===== src/rv_consts.svh =====
`ifndef RV_CONSTS_SVH
`define RV_CONSTS_SVH

// Data path and address width
`define XLEN 32

// Register file geometry
`define REG_ADDR_W 5
`define REG_COUNT 32

// addi x0, x0, 0
`define NOP_INSTR 32'h0000_0013

`endif


===== src/rvIsaPkg.sv =====
package rvIsaPkg;

    // RV32I major opcodes handled by the decoder
    typedef enum logic [6:0] {
        opOp     = 7'b0110011,
        opImm    = 7'b0010011,
        opLui    = 7'b0110111,
        opAuipc  = 7'b0010111,
        opJal    = 7'b1101111,
        opJalr   = 7'b1100111,
        opBranch = 7'b1100011,
        opLoad   = 7'b0000011,
        opStore  = 7'b0100011
    } opcodeE;

    // ALU functions, add first so a cleared bundle means add
    typedef enum logic [3:0] {
        aluAdd   = 4'd0,
        aluSub   = 4'd1,
        aluSll   = 4'd2,
        aluSlt   = 4'd3,
        aluSltu  = 4'd4,
        aluXor   = 4'd5,
        aluSrl   = 4'd6,
        aluSra   = 4'd7,
        aluOr    = 4'd8,
        aluAnd   = 4'd9,
        aluPassB = 4'd10
    } aluOpE;

    // Kind of control transfer resolved in execute
    typedef enum logic [1:0] {
        brNone = 2'd0,
        brCond = 2'd1,
        brJal  = 2'd2,
        brJalr = 2'd3
    } branchE;

endpackage


===== src/pipePkg.sv =====
`include "rv_consts.svh"

package pipePkg;

    // ID/EX payload
    typedef struct packed {
        logic [`XLEN-1:0]       pc;
        logic [`XLEN-1:0]       rs1Data;
        logic [`XLEN-1:0]       rs2Data;
        logic [`XLEN-1:0]       imm;
        logic [`REG_ADDR_W-1:0] rs1Addr;
        logic [`REG_ADDR_W-1:0] rs2Addr;
        logic [`REG_ADDR_W-1:0] rdAddr;
        logic [2:0]             funct3;
    } idExeDataT;

    // ID/EX control, cleared on flush
    typedef struct packed {
        rvIsaPkg::aluOpE  aluOp;
        logic             aluSrcImm;
        logic             pcToReg;
        logic             auipc;
        logic             memToReg;
        logic             memWrite;
        logic             memRead;
        logic             regWrite;
        rvIsaPkg::branchE branch;
    } idExeCtrlT;

    // EX/MEM payload
    typedef struct packed {
        logic [`XLEN-1:0]       aluResult;
        logic [`XLEN-1:0]       storeData;
        logic [`REG_ADDR_W-1:0] rdAddr;
        logic [2:0]             funct3;
    } exeMemDataT;

    typedef struct packed {
        logic memToReg;
        logic memWrite;
        logic memRead;
        logic regWrite;
    } exeMemCtrlT;

    // Register write coming back from writeback
    typedef struct packed {
        logic                   en;
        logic [`REG_ADDR_W-1:0] addr;
        logic [`XLEN-1:0]       data;
    } wbPortT;

    // Redirect request towards fetch
    typedef struct packed {
        logic             taken;
        logic [`XLEN-1:0] target;
    } redirectT;

endpackage


===== src/instrDecoder.sv =====
`include "rv_consts.svh"

module instrDecoder (
    input  logic [`XLEN-1:0]       instr,
    output logic [`REG_ADDR_W-1:0] rs1Addr,
    output logic [`REG_ADDR_W-1:0] rs2Addr,
    output logic [`REG_ADDR_W-1:0] rdAddr,
    output logic [2:0]             funct3,
    output logic [`XLEN-1:0]       imm,
    output pipePkg::idExeCtrlT     ctrl
);

    rvIsaPkg::opcodeE opcode;
    logic [6:0]       funct7;

    // Shared by OP and OP-IMM, sub only exists in the register form
    function automatic rvIsaPkg::aluOpE aluFromFunct(
        input logic [2:0] f3,
        input logic       alt,
        input logic       regForm
    );
        case (f3)
            3'b000:  return (regForm && alt) ? rvIsaPkg::aluSub : rvIsaPkg::aluAdd;
            3'b001:  return rvIsaPkg::aluSll;
            3'b010:  return rvIsaPkg::aluSlt;
            3'b011:  return rvIsaPkg::aluSltu;
            3'b100:  return rvIsaPkg::aluXor;
            3'b101:  return alt ? rvIsaPkg::aluSra : rvIsaPkg::aluSrl;
            3'b110:  return rvIsaPkg::aluOr;
            default: return rvIsaPkg::aluAnd;
        endcase
    endfunction

    assign opcode  = rvIsaPkg::opcodeE'(instr[6:0]);
    assign funct7  = instr[31:25];
    assign funct3  = instr[14:12];
    assign rs1Addr = instr[19:15];
    assign rs2Addr = instr[24:20];
    assign rdAddr  = instr[11:7];

    always_comb begin
        ctrl = '0;
        imm  = '0;
        case (opcode)
            rvIsaPkg::opOp: begin
                ctrl.aluOp    = aluFromFunct(funct3, funct7[5], 1'b1);
                ctrl.regWrite = 1'b1;
            end
            rvIsaPkg::opImm: begin
                ctrl.aluOp     = aluFromFunct(funct3, funct7[5], 1'b0);
                ctrl.aluSrcImm = 1'b1;
                ctrl.regWrite  = 1'b1;
                imm            = {{20{instr[31]}}, instr[31:20]};
            end
            rvIsaPkg::opLui: begin
                ctrl.aluOp     = rvIsaPkg::aluPassB;
                ctrl.aluSrcImm = 1'b1;
                ctrl.regWrite  = 1'b1;
                imm            = {instr[31:12], 12'b0};
            end
            rvIsaPkg::opAuipc: begin
                ctrl.auipc     = 1'b1;
                ctrl.aluSrcImm = 1'b1;
                ctrl.regWrite  = 1'b1;
                imm            = {instr[31:12], 12'b0};
            end
            rvIsaPkg::opJal: begin
                ctrl.branch   = rvIsaPkg::brJal;
                ctrl.pcToReg  = 1'b1;
                ctrl.regWrite = 1'b1;
                imm = {{11{instr[31]}}, instr[31], instr[19:12], instr[20],
                       instr[30:21], 1'b0};
            end
            rvIsaPkg::opJalr: begin
                ctrl.branch   = rvIsaPkg::brJalr;
                ctrl.pcToReg  = 1'b1;
                ctrl.regWrite = 1'b1;
                imm           = {{20{instr[31]}}, instr[31:20]};
            end
            rvIsaPkg::opBranch: begin
                ctrl.branch = rvIsaPkg::brCond;
                imm = {{19{instr[31]}}, instr[31], instr[7], instr[30:25],
                       instr[11:8], 1'b0};
            end
            rvIsaPkg::opLoad: begin
                // Address only, the data side lives in MEM
                ctrl.aluSrcImm = 1'b1;
                ctrl.memRead   = 1'b1;
                ctrl.memToReg  = 1'b1;
                ctrl.regWrite  = 1'b1;
                imm            = {{20{instr[31]}}, instr[31:20]};
            end
            rvIsaPkg::opStore: begin
                ctrl.aluSrcImm = 1'b1;
                ctrl.memWrite  = 1'b1;
                imm            = {{20{instr[31]}}, instr[31:25], instr[11:7]};
            end
            default: begin
                ctrl = '0;
            end
        endcase
    end

endmodule


===== src/registerFile.sv =====
`include "rv_consts.svh"

module registerFile (
    input  logic                   clk,
    input  logic                   reset,
    input  logic [`REG_ADDR_W-1:0] rs1Addr,
    input  logic [`REG_ADDR_W-1:0] rs2Addr,
    output logic [`XLEN-1:0]       rs1Data,
    output logic [`XLEN-1:0]       rs2Data,
    input  pipePkg::wbPortT        wb
);

    logic [`XLEN-1:0] regs [`REG_COUNT];

    always_ff @(posedge clk or posedge reset) begin
        if (reset) begin
            for (int i = 0; i < `REG_COUNT; i++) begin
                regs[i] <= '0;
            end
        end else if (wb.en && wb.addr != '0) begin
            // x0 never written, so it stays zero
            regs[wb.addr] <= wb.data;
        end
    end

    // Asynchronous reads, same-cycle writes come through forwarding
    assign rs1Data = regs[rs1Addr];
    assign rs2Data = regs[rs2Addr];

endmodule


===== src/forwardUnit.sv =====
`include "rv_consts.svh"

module forwardUnit (
    input  logic [`REG_ADDR_W-1:0] rs1Addr,
    input  logic [`REG_ADDR_W-1:0] rs2Addr,
    input  logic [`XLEN-1:0]       rfRs1Data,
    input  logic [`XLEN-1:0]       rfRs2Data,
    input  pipePkg::exeMemDataT    exeMemData,
    input  pipePkg::exeMemCtrlT    exeMemCtrl,
    input  pipePkg::wbPortT        wb,
    output logic [`XLEN-1:0]       rs1Data,
    output logic [`XLEN-1:0]       rs2Data
);

    logic exeValid;
    logic wbValid;

    // Youngest producer wins, x0 always reads zero
    function automatic logic [`XLEN-1:0] pickOperand(
        input logic [`REG_ADDR_W-1:0] addr,
        input logic [`XLEN-1:0]       rfData
    );
        if (addr == '0) return '0;
        if (exeValid && exeMemData.rdAddr == addr) return exeMemData.aluResult;
        if (wbValid && wb.addr == addr) return wb.data;
        return rfData;
    endfunction

    // Load data is not ready in EX/MEM yet
    assign exeValid = exeMemCtrl.regWrite && !exeMemCtrl.memRead;
    assign wbValid  = wb.en;

    always_comb begin
        rs1Data = pickOperand(rs1Addr, rfRs1Data);
        rs2Data = pickOperand(rs2Addr, rfRs2Data);
    end

endmodule


===== src/pipeStageReg.sv =====
module pipeStageReg #(
    parameter type dataT = logic [31:0],
    parameter type ctrlT = logic [7:0]
) (
    input  logic clk,
    input  logic reset,
    input  logic stall,
    input  logic flush,
    input  dataT dataIn,
    input  ctrlT ctrlIn,
    output dataT dataOut,
    output ctrlT ctrlOut
);

    always_ff @(posedge clk or posedge reset) begin
        if (reset) begin
            dataOut <= '0;
            ctrlOut <= '0;
        end else if (stall) begin
            // Memory stall freezes the whole stage
            dataOut <= dataOut;
            ctrlOut <= ctrlOut;
        end else if (flush) begin
            // Payload still moves, the bubble comes from the cleared controls
            dataOut <= dataIn;
            ctrlOut <= '0;
        end else begin
            dataOut <= dataIn;
            ctrlOut <= ctrlIn;
        end
    end

endmodule


===== src/exeUnit.sv =====
`include "rv_consts.svh"

module exeUnit (
    input  pipePkg::idExeDataT  data,
    input  pipePkg::idExeCtrlT  ctrl,
    output pipePkg::exeMemDataT outData,
    output pipePkg::exeMemCtrlT outCtrl,
    output pipePkg::redirectT   redirect
);

    logic [`XLEN-1:0] opA;
    logic [`XLEN-1:0] opB;
    logic [`XLEN-1:0] aluOut;
    logic             condTrue;

    assign opA = ctrl.auipc ? data.pc : data.rs1Data;
    assign opB = ctrl.aluSrcImm ? data.imm : data.rs2Data;

    always_comb begin
        case (ctrl.aluOp)
            rvIsaPkg::aluAdd:   aluOut = opA + opB;
            rvIsaPkg::aluSub:   aluOut = opA - opB;
            rvIsaPkg::aluSll:   aluOut = opA << opB[4:0];
            rvIsaPkg::aluSlt:   aluOut = {31'b0, $signed(opA) < $signed(opB)};
            rvIsaPkg::aluSltu:  aluOut = {31'b0, opA < opB};
            rvIsaPkg::aluXor:   aluOut = opA ^ opB;
            rvIsaPkg::aluSrl:   aluOut = opA >> opB[4:0];
            rvIsaPkg::aluSra:   aluOut = $signed(opA) >>> opB[4:0];
            rvIsaPkg::aluOr:    aluOut = opA | opB;
            rvIsaPkg::aluAnd:   aluOut = opA & opB;
            rvIsaPkg::aluPassB: aluOut = opB;
            default:            aluOut = '0;
        endcase
    end

    // Branch compare always on the register operands
    always_comb begin
        case (data.funct3)
            3'b000:  condTrue = data.rs1Data == data.rs2Data;
            3'b001:  condTrue = data.rs1Data != data.rs2Data;
            3'b100:  condTrue = $signed(data.rs1Data) < $signed(data.rs2Data);
            3'b101:  condTrue = $signed(data.rs1Data) >= $signed(data.rs2Data);
            3'b110:  condTrue = data.rs1Data < data.rs2Data;
            3'b111:  condTrue = data.rs1Data >= data.rs2Data;
            default: condTrue = 1'b0;
        endcase
    end

    always_comb begin
        case (ctrl.branch)
            rvIsaPkg::brCond: redirect.taken = condTrue;
            rvIsaPkg::brJal:  redirect.taken = 1'b1;
            rvIsaPkg::brJalr: redirect.taken = 1'b1;
            default:          redirect.taken = 1'b0;
        endcase
        if (ctrl.branch == rvIsaPkg::brJalr) begin
            redirect.target = (data.rs1Data + data.imm) & ~`XLEN'd1;
        end else begin
            redirect.target = data.pc + data.imm;
        end
    end

    // Link value for jumps replaces the ALU result
    assign outData.aluResult = ctrl.pcToReg ? data.pc + `XLEN'd4 : aluOut;
    assign outData.storeData = data.rs2Data;
    assign outData.rdAddr    = data.rdAddr;
    assign outData.funct3    = data.funct3;

    assign outCtrl.memToReg = ctrl.memToReg;
    assign outCtrl.memWrite = ctrl.memWrite;
    assign outCtrl.memRead  = ctrl.memRead;
    assign outCtrl.regWrite = ctrl.regWrite;

endmodule


===== src/idExeCore.sv =====
`include "rv_consts.svh"

module idExeCore (
    input  logic                clk,
    input  logic                reset,
    input  logic [`XLEN-1:0]    instr,
    input  logic [`XLEN-1:0]    pc,
    input  logic                imStall,
    input  logic                dmStall,
    input  pipePkg::wbPortT     wb,
    output pipePkg::exeMemDataT exeMemData,
    output pipePkg::exeMemCtrlT exeMemCtrl,
    output pipePkg::redirectT   redirect
);

    logic                   stall;
    logic [`REG_ADDR_W-1:0] rs1Addr;
    logic [`REG_ADDR_W-1:0] rs2Addr;
    logic [`XLEN-1:0]       rfRs1Data;
    logic [`XLEN-1:0]       rfRs2Data;

    pipePkg::idExeDataT  idData;
    pipePkg::idExeCtrlT  idCtrl;
    pipePkg::idExeDataT  exeData;
    pipePkg::idExeCtrlT  exeCtrl;
    pipePkg::exeMemDataT exeOutData;
    pipePkg::exeMemCtrlT exeOutCtrl;

    assign stall      = imStall | dmStall;
    assign idData.pc  = pc;
    assign idData.rs1Addr = rs1Addr;
    assign idData.rs2Addr = rs2Addr;

    instrDecoder decoder (
        .instr   (instr),
        .rs1Addr (rs1Addr),
        .rs2Addr (rs2Addr),
        .rdAddr  (idData.rdAddr),
        .funct3  (idData.funct3),
        .imm     (idData.imm),
        .ctrl    (idCtrl)
    );

    registerFile regFile (
        .clk     (clk),
        .reset   (reset),
        .rs1Addr (rs1Addr),
        .rs2Addr (rs2Addr),
        .rs1Data (rfRs1Data),
        .rs2Data (rfRs2Data),
        .wb      (wb)
    );

    forwardUnit fwd (
        .rs1Addr    (rs1Addr),
        .rs2Addr    (rs2Addr),
        .rfRs1Data  (rfRs1Data),
        .rfRs2Data  (rfRs2Data),
        .exeMemData (exeMemData),
        .exeMemCtrl (exeMemCtrl),
        .wb         (wb),
        .rs1Data    (idData.rs1Data),
        .rs2Data    (idData.rs2Data)
    );

    // Taken branch or jump in EXE squashes the instruction behind it
    pipeStageReg #(
        .dataT (pipePkg::idExeDataT),
        .ctrlT (pipePkg::idExeCtrlT)
    ) idExe (
        .clk     (clk),
        .reset   (reset),
        .stall   (stall),
        .flush   (redirect.taken),
        .dataIn  (idData),
        .ctrlIn  (idCtrl),
        .dataOut (exeData),
        .ctrlOut (exeCtrl)
    );

    exeUnit exe (
        .data     (exeData),
        .ctrl     (exeCtrl),
        .outData  (exeOutData),
        .outCtrl  (exeOutCtrl),
        .redirect (redirect)
    );

    pipeStageReg #(
        .dataT (pipePkg::exeMemDataT),
        .ctrlT (pipePkg::exeMemCtrlT)
    ) exeMem (
        .clk     (clk),
        .reset   (reset),
        .stall   (stall),
        .flush   (1'b0),
        .dataIn  (exeOutData),
        .ctrlIn  (exeOutCtrl),
        .dataOut (exeMemData),
        .ctrlOut (exeMemCtrl)
    );

endmodule


===== config.mk =====
export PLATFORM = sky130hd
export DESIGN_NAME = idExeCore
export DESIGN_NICKNAME = d
export VERILOG_FILES = /design/src/rvIsaPkg.sv /design/src/pipePkg.sv /design/src/instrDecoder.sv /design/src/registerFile.sv /design/src/forwardUnit.sv /design/src/pipeStageReg.sv /design/src/exeUnit.sv /design/src/idExeCore.sv
export VERILOG_INCLUDE_DIRS = /design/src
export SDC_FILE = /design/constraint.sdc
export NUM_CORES = 2
export LEC_CHECK = 0
export BUFFER_PORTS_ARGS = -buffer_cell sky130_fd_sc_hd__clkbuf_2
export CORE_AREA = 8 8 404 406
export DETAILED_ROUTE_END_ITERATION = 12
export DIE_AREA = 0 0 412 414
export PLACE_DENSITY_LB_ADDON = 0.3
export SYNTH_ARGS = -nofsm -noshare
export SYNTH_HDL_FRONTEND = slang
export SYNTH_SLANG_ARGS = --single-unit

===== constraint.sdc =====
create_clock -name clk -period 70 [get_ports clk]
set_input_delay 14 -clock clk [delete_from_list [all_inputs] [get_ports clk]]
set_output_delay 14 -clock clk [all_outputs]
set_load 0.1 [all_outputs]

==> reports/metrics.cfg <==
[run_status]
status=finished clean

[yosys]
synth_nets=6706
ys_seq_elements=1247
synth_cells=6405
ys_top_cells_by_area=dfrtp_1 (40%), mux4_2 (19%), mux2_2 (14%), ha_1 (3.1%), mux2i_1 (3.0%)
yosys.area.top_type=dfrtp_1
ys_seq_area_share_pct=40.2
synth_edf_count=0
synth_mux_area_share_pct=36.3
synth_ff_type=dfrtp_1
yosysUniqueCellTypes=97
synth_commonest_cells=dfrtp_1 (1247), mux2_2 (995), mux4_2 (641)
synth_most_common_cell=dfrtp_1
synth_top_family_by_area=multiplexers
synth_area_per_cell_um2=12.1
synthArstFlopShare_pct=100
synth_top_area_share_pct=40.2
synthesis.area_um2=77600
synth_xor_xnor_area_share_pct=1.31
synth-compound-area-share_pct=8.77
synth-simple-area-share_pct=6.38
synth_fa_ha_area_share_pct=3.18
ys_warn_count=0

[layout]
final_util_pct=54.1
nNetsFinal=6596
final_area_um2=85100
area_growth_pct=9.59
stdcell_count=8489
drive_above_1_share_pct=36.1

[setup_path]
worstSetupPathType=flip-flop to primary output
cp_num_buf_inv=1
cp_max_fo=6
cp_cell_sequence=ha_1, nand4_1, or3_1, nor4_2, o31ai_1, o211a_1, nor3b_1, a21o_1, a221o_1, clkbuf_2
cp_slowest_stage_delay_ns=0.61
worstPathRequired_ns=56.00
start_kind=flip-flop
critPathTopFamily=simple AND/OR/NAND/NOR gates
cp.arrival_ns=5.03
cp_slowest_cell=dfrtp_1
critical_path.endpoint_type=primary output

[die]
die-area_um2=171000
rows=146
die_w_um=412
top_level_ports=215
core_um2=157000
start_util_pct=49.4
die_y_um=414

[placed_design]
post_dp_cell_area_um2=80300
hpwlAfterDp_um=186000
port-buffer-count=214
dp_cells=8226
dp_worst_setup_slack_ns=51.69
gp_congestion=1.09

[route]
wl_met3_um=29500
drtIter0Drc=7294
met1_length_um=107000
drc=0
route.met2.wl_um=127000
antenna_left=0
wl_per_cell_um=33.2
num_vias=58500
wl_um=282000
first_pass_iters=6
routed.top_layer=met5
via_per_inst=6.89

[pwr]
p_leak_nw=37.4
max-vdd-ir-drop_mv=0.0247
fin_total_pwr_mw=2.73
power.density_nw_per_um2=32.1

[global_routing]
grt_max_degree=189
antenna_found_initial=20
grt_pass1_vias=58200
grt_usage_pct=32.4
grt_pass1_wl_um=412000
gr-total-overflow=0

[clocking]
ctsHoldBuffers=0
numCtsBuffers=139
clockRootBuffer=clkbuf_16
cts.reportedPaths.clkPinSlew_ns=0.06
cts.sinks=1247
clk_latency_ns=0.81
cts_buffer_depth=3
h-tree-depth=4
ctsResizeCount=0
tritoncts=done
post_cts_buffers=0

[sta]
period_needed_ns=19.03
relSlewSlack_pct=14.5
worst_pin_slew_ns=1.28
fin_hold_ws_ns=0.397
rsz0062_at_grt=false
finalClockSkew_ns=0.0352
hold_violations=0
max_freq_ghz=0.0526
finalSetupViolations=0
finalCritPeriodShare_pct=27.2
fin_ws_ns=50.97
slew_viol_final=0
tns_ns=0

[flow_run]
max-cap-violations=0

[worst_hold_path]
hold_class=flip-flop to flip-flop

## registers in the layout, summed over array words and instances (netlist names)
signal,cells
exeMem.dataOut,72
exeMem.ctrlOut,3
idExe.ctrlOut,12
idExe.dataOut,136
regFile.regs,1024
## cells by family (layout without fill, tap and decap cells)
logic type | Yosys count | in the layout
other | 0 | 8
AO/OA/AOI/OAI | 1074 | 1074
AND/OR/NAND/NOR | 1144 | 1144
adder cells (fa/ha/maj) | 195 | 195
buffers and inverters | 749 | 753
XOR/XNOR | 116 | 116
flip-flops | 1247 | 1247
multiplexers | 1880 | 1880
## layout by cell type (no fill, tap or decap), types with 26 or more instances in the layout
cell type,n
inv_1,147
clkbuf_16,145
xor2_1,58
o211ai_1,44
nor2_1,258
a31oi_1,34
a221oi_1,26
a22oi_1,28
mux2_2,995
nor3_1,61
a21o_1,60
o22ai_1,61
buf_4,126
clkbuf_2,204
a21oi_1,245
mux2i_1,228
nand2_1,552
xnor2_1,58
dfrtp_1,1245
clkbuf_8,29
nand4_1,31
mux4_2,641
o21ai_0,319
ha_1,191
nand3_1,64
clkbuf_1,26
a211oi_1,42
## per-layer routing
| layer | track usage [%] | vias up |
|---|---|---|
| li1 | - | 23900 |
| met1 | 42.5 | 30200 |
| met2 | 49.2 | 3447 |
| met3 | 8.67 | 937 |
| met4 | 17.4 | 14 |
| met5 | 0 | - |
## where the power goes
group	switching, mW	total, mW	internal (mW)
Clock	0.320	0.764	0.443
Combinational	0.586	0.965	0.379
Sequential	0.145	1.00	0.859
## final timing paths
path / start / to / slack (ns) / cells past startpoint
setup reg to reg: idExe.ctrlOut[8] / exeMem.dataOut[40] / 63.78 / 18
min in group asynchronous: reset / exeMem.dataOut[3] / 13.30 / 2
hold reg to reg: regFile.regs[996] / regFile.regs[996] / 0.40 / 0
hold / removal: regFile.regs[996] / regFile.regs[996] / 0.40 / 0
setup / recovery: idExe.dataOut[113] / redirect[32] / 50.97 / 10
max in group asynchronous: reset / regFile.regs[145] / 52.53 / 6
## layout make-up
| cell class | instances | area (um2) |
|---|---|---|
| Clock inverter | 55 | 647 |
| Inverter | 156 | 596 |
| Multi-Input combinational cell | 4409 | 43700 |
| Tap cell | 2072 | 2590 |
| Fill cell | 13000 | 72000 |
| Clock buffer | 200 | 4130 |
| Timing Repair Buffer | 342 | 2170 |
| Antenna cell | 8 | 20.0 |
| Sequential cell | 1247 | 31200 |
## worst reg2reg max path: cells and delay by family, from the launching register on
kind / cells / cell delay [ns]
AO/OA/AOI/OAI: 7 / 2.36
flip-flops: 1 / 0.39
adder cells (fa/ha/maj): 2 / 0.80
AND/OR/NAND/NOR: 3 / 0.67
buffers and inverters: 5 / 1.64
multiplexers: 1 / 0.25
(Power assumes the default switching activity.)
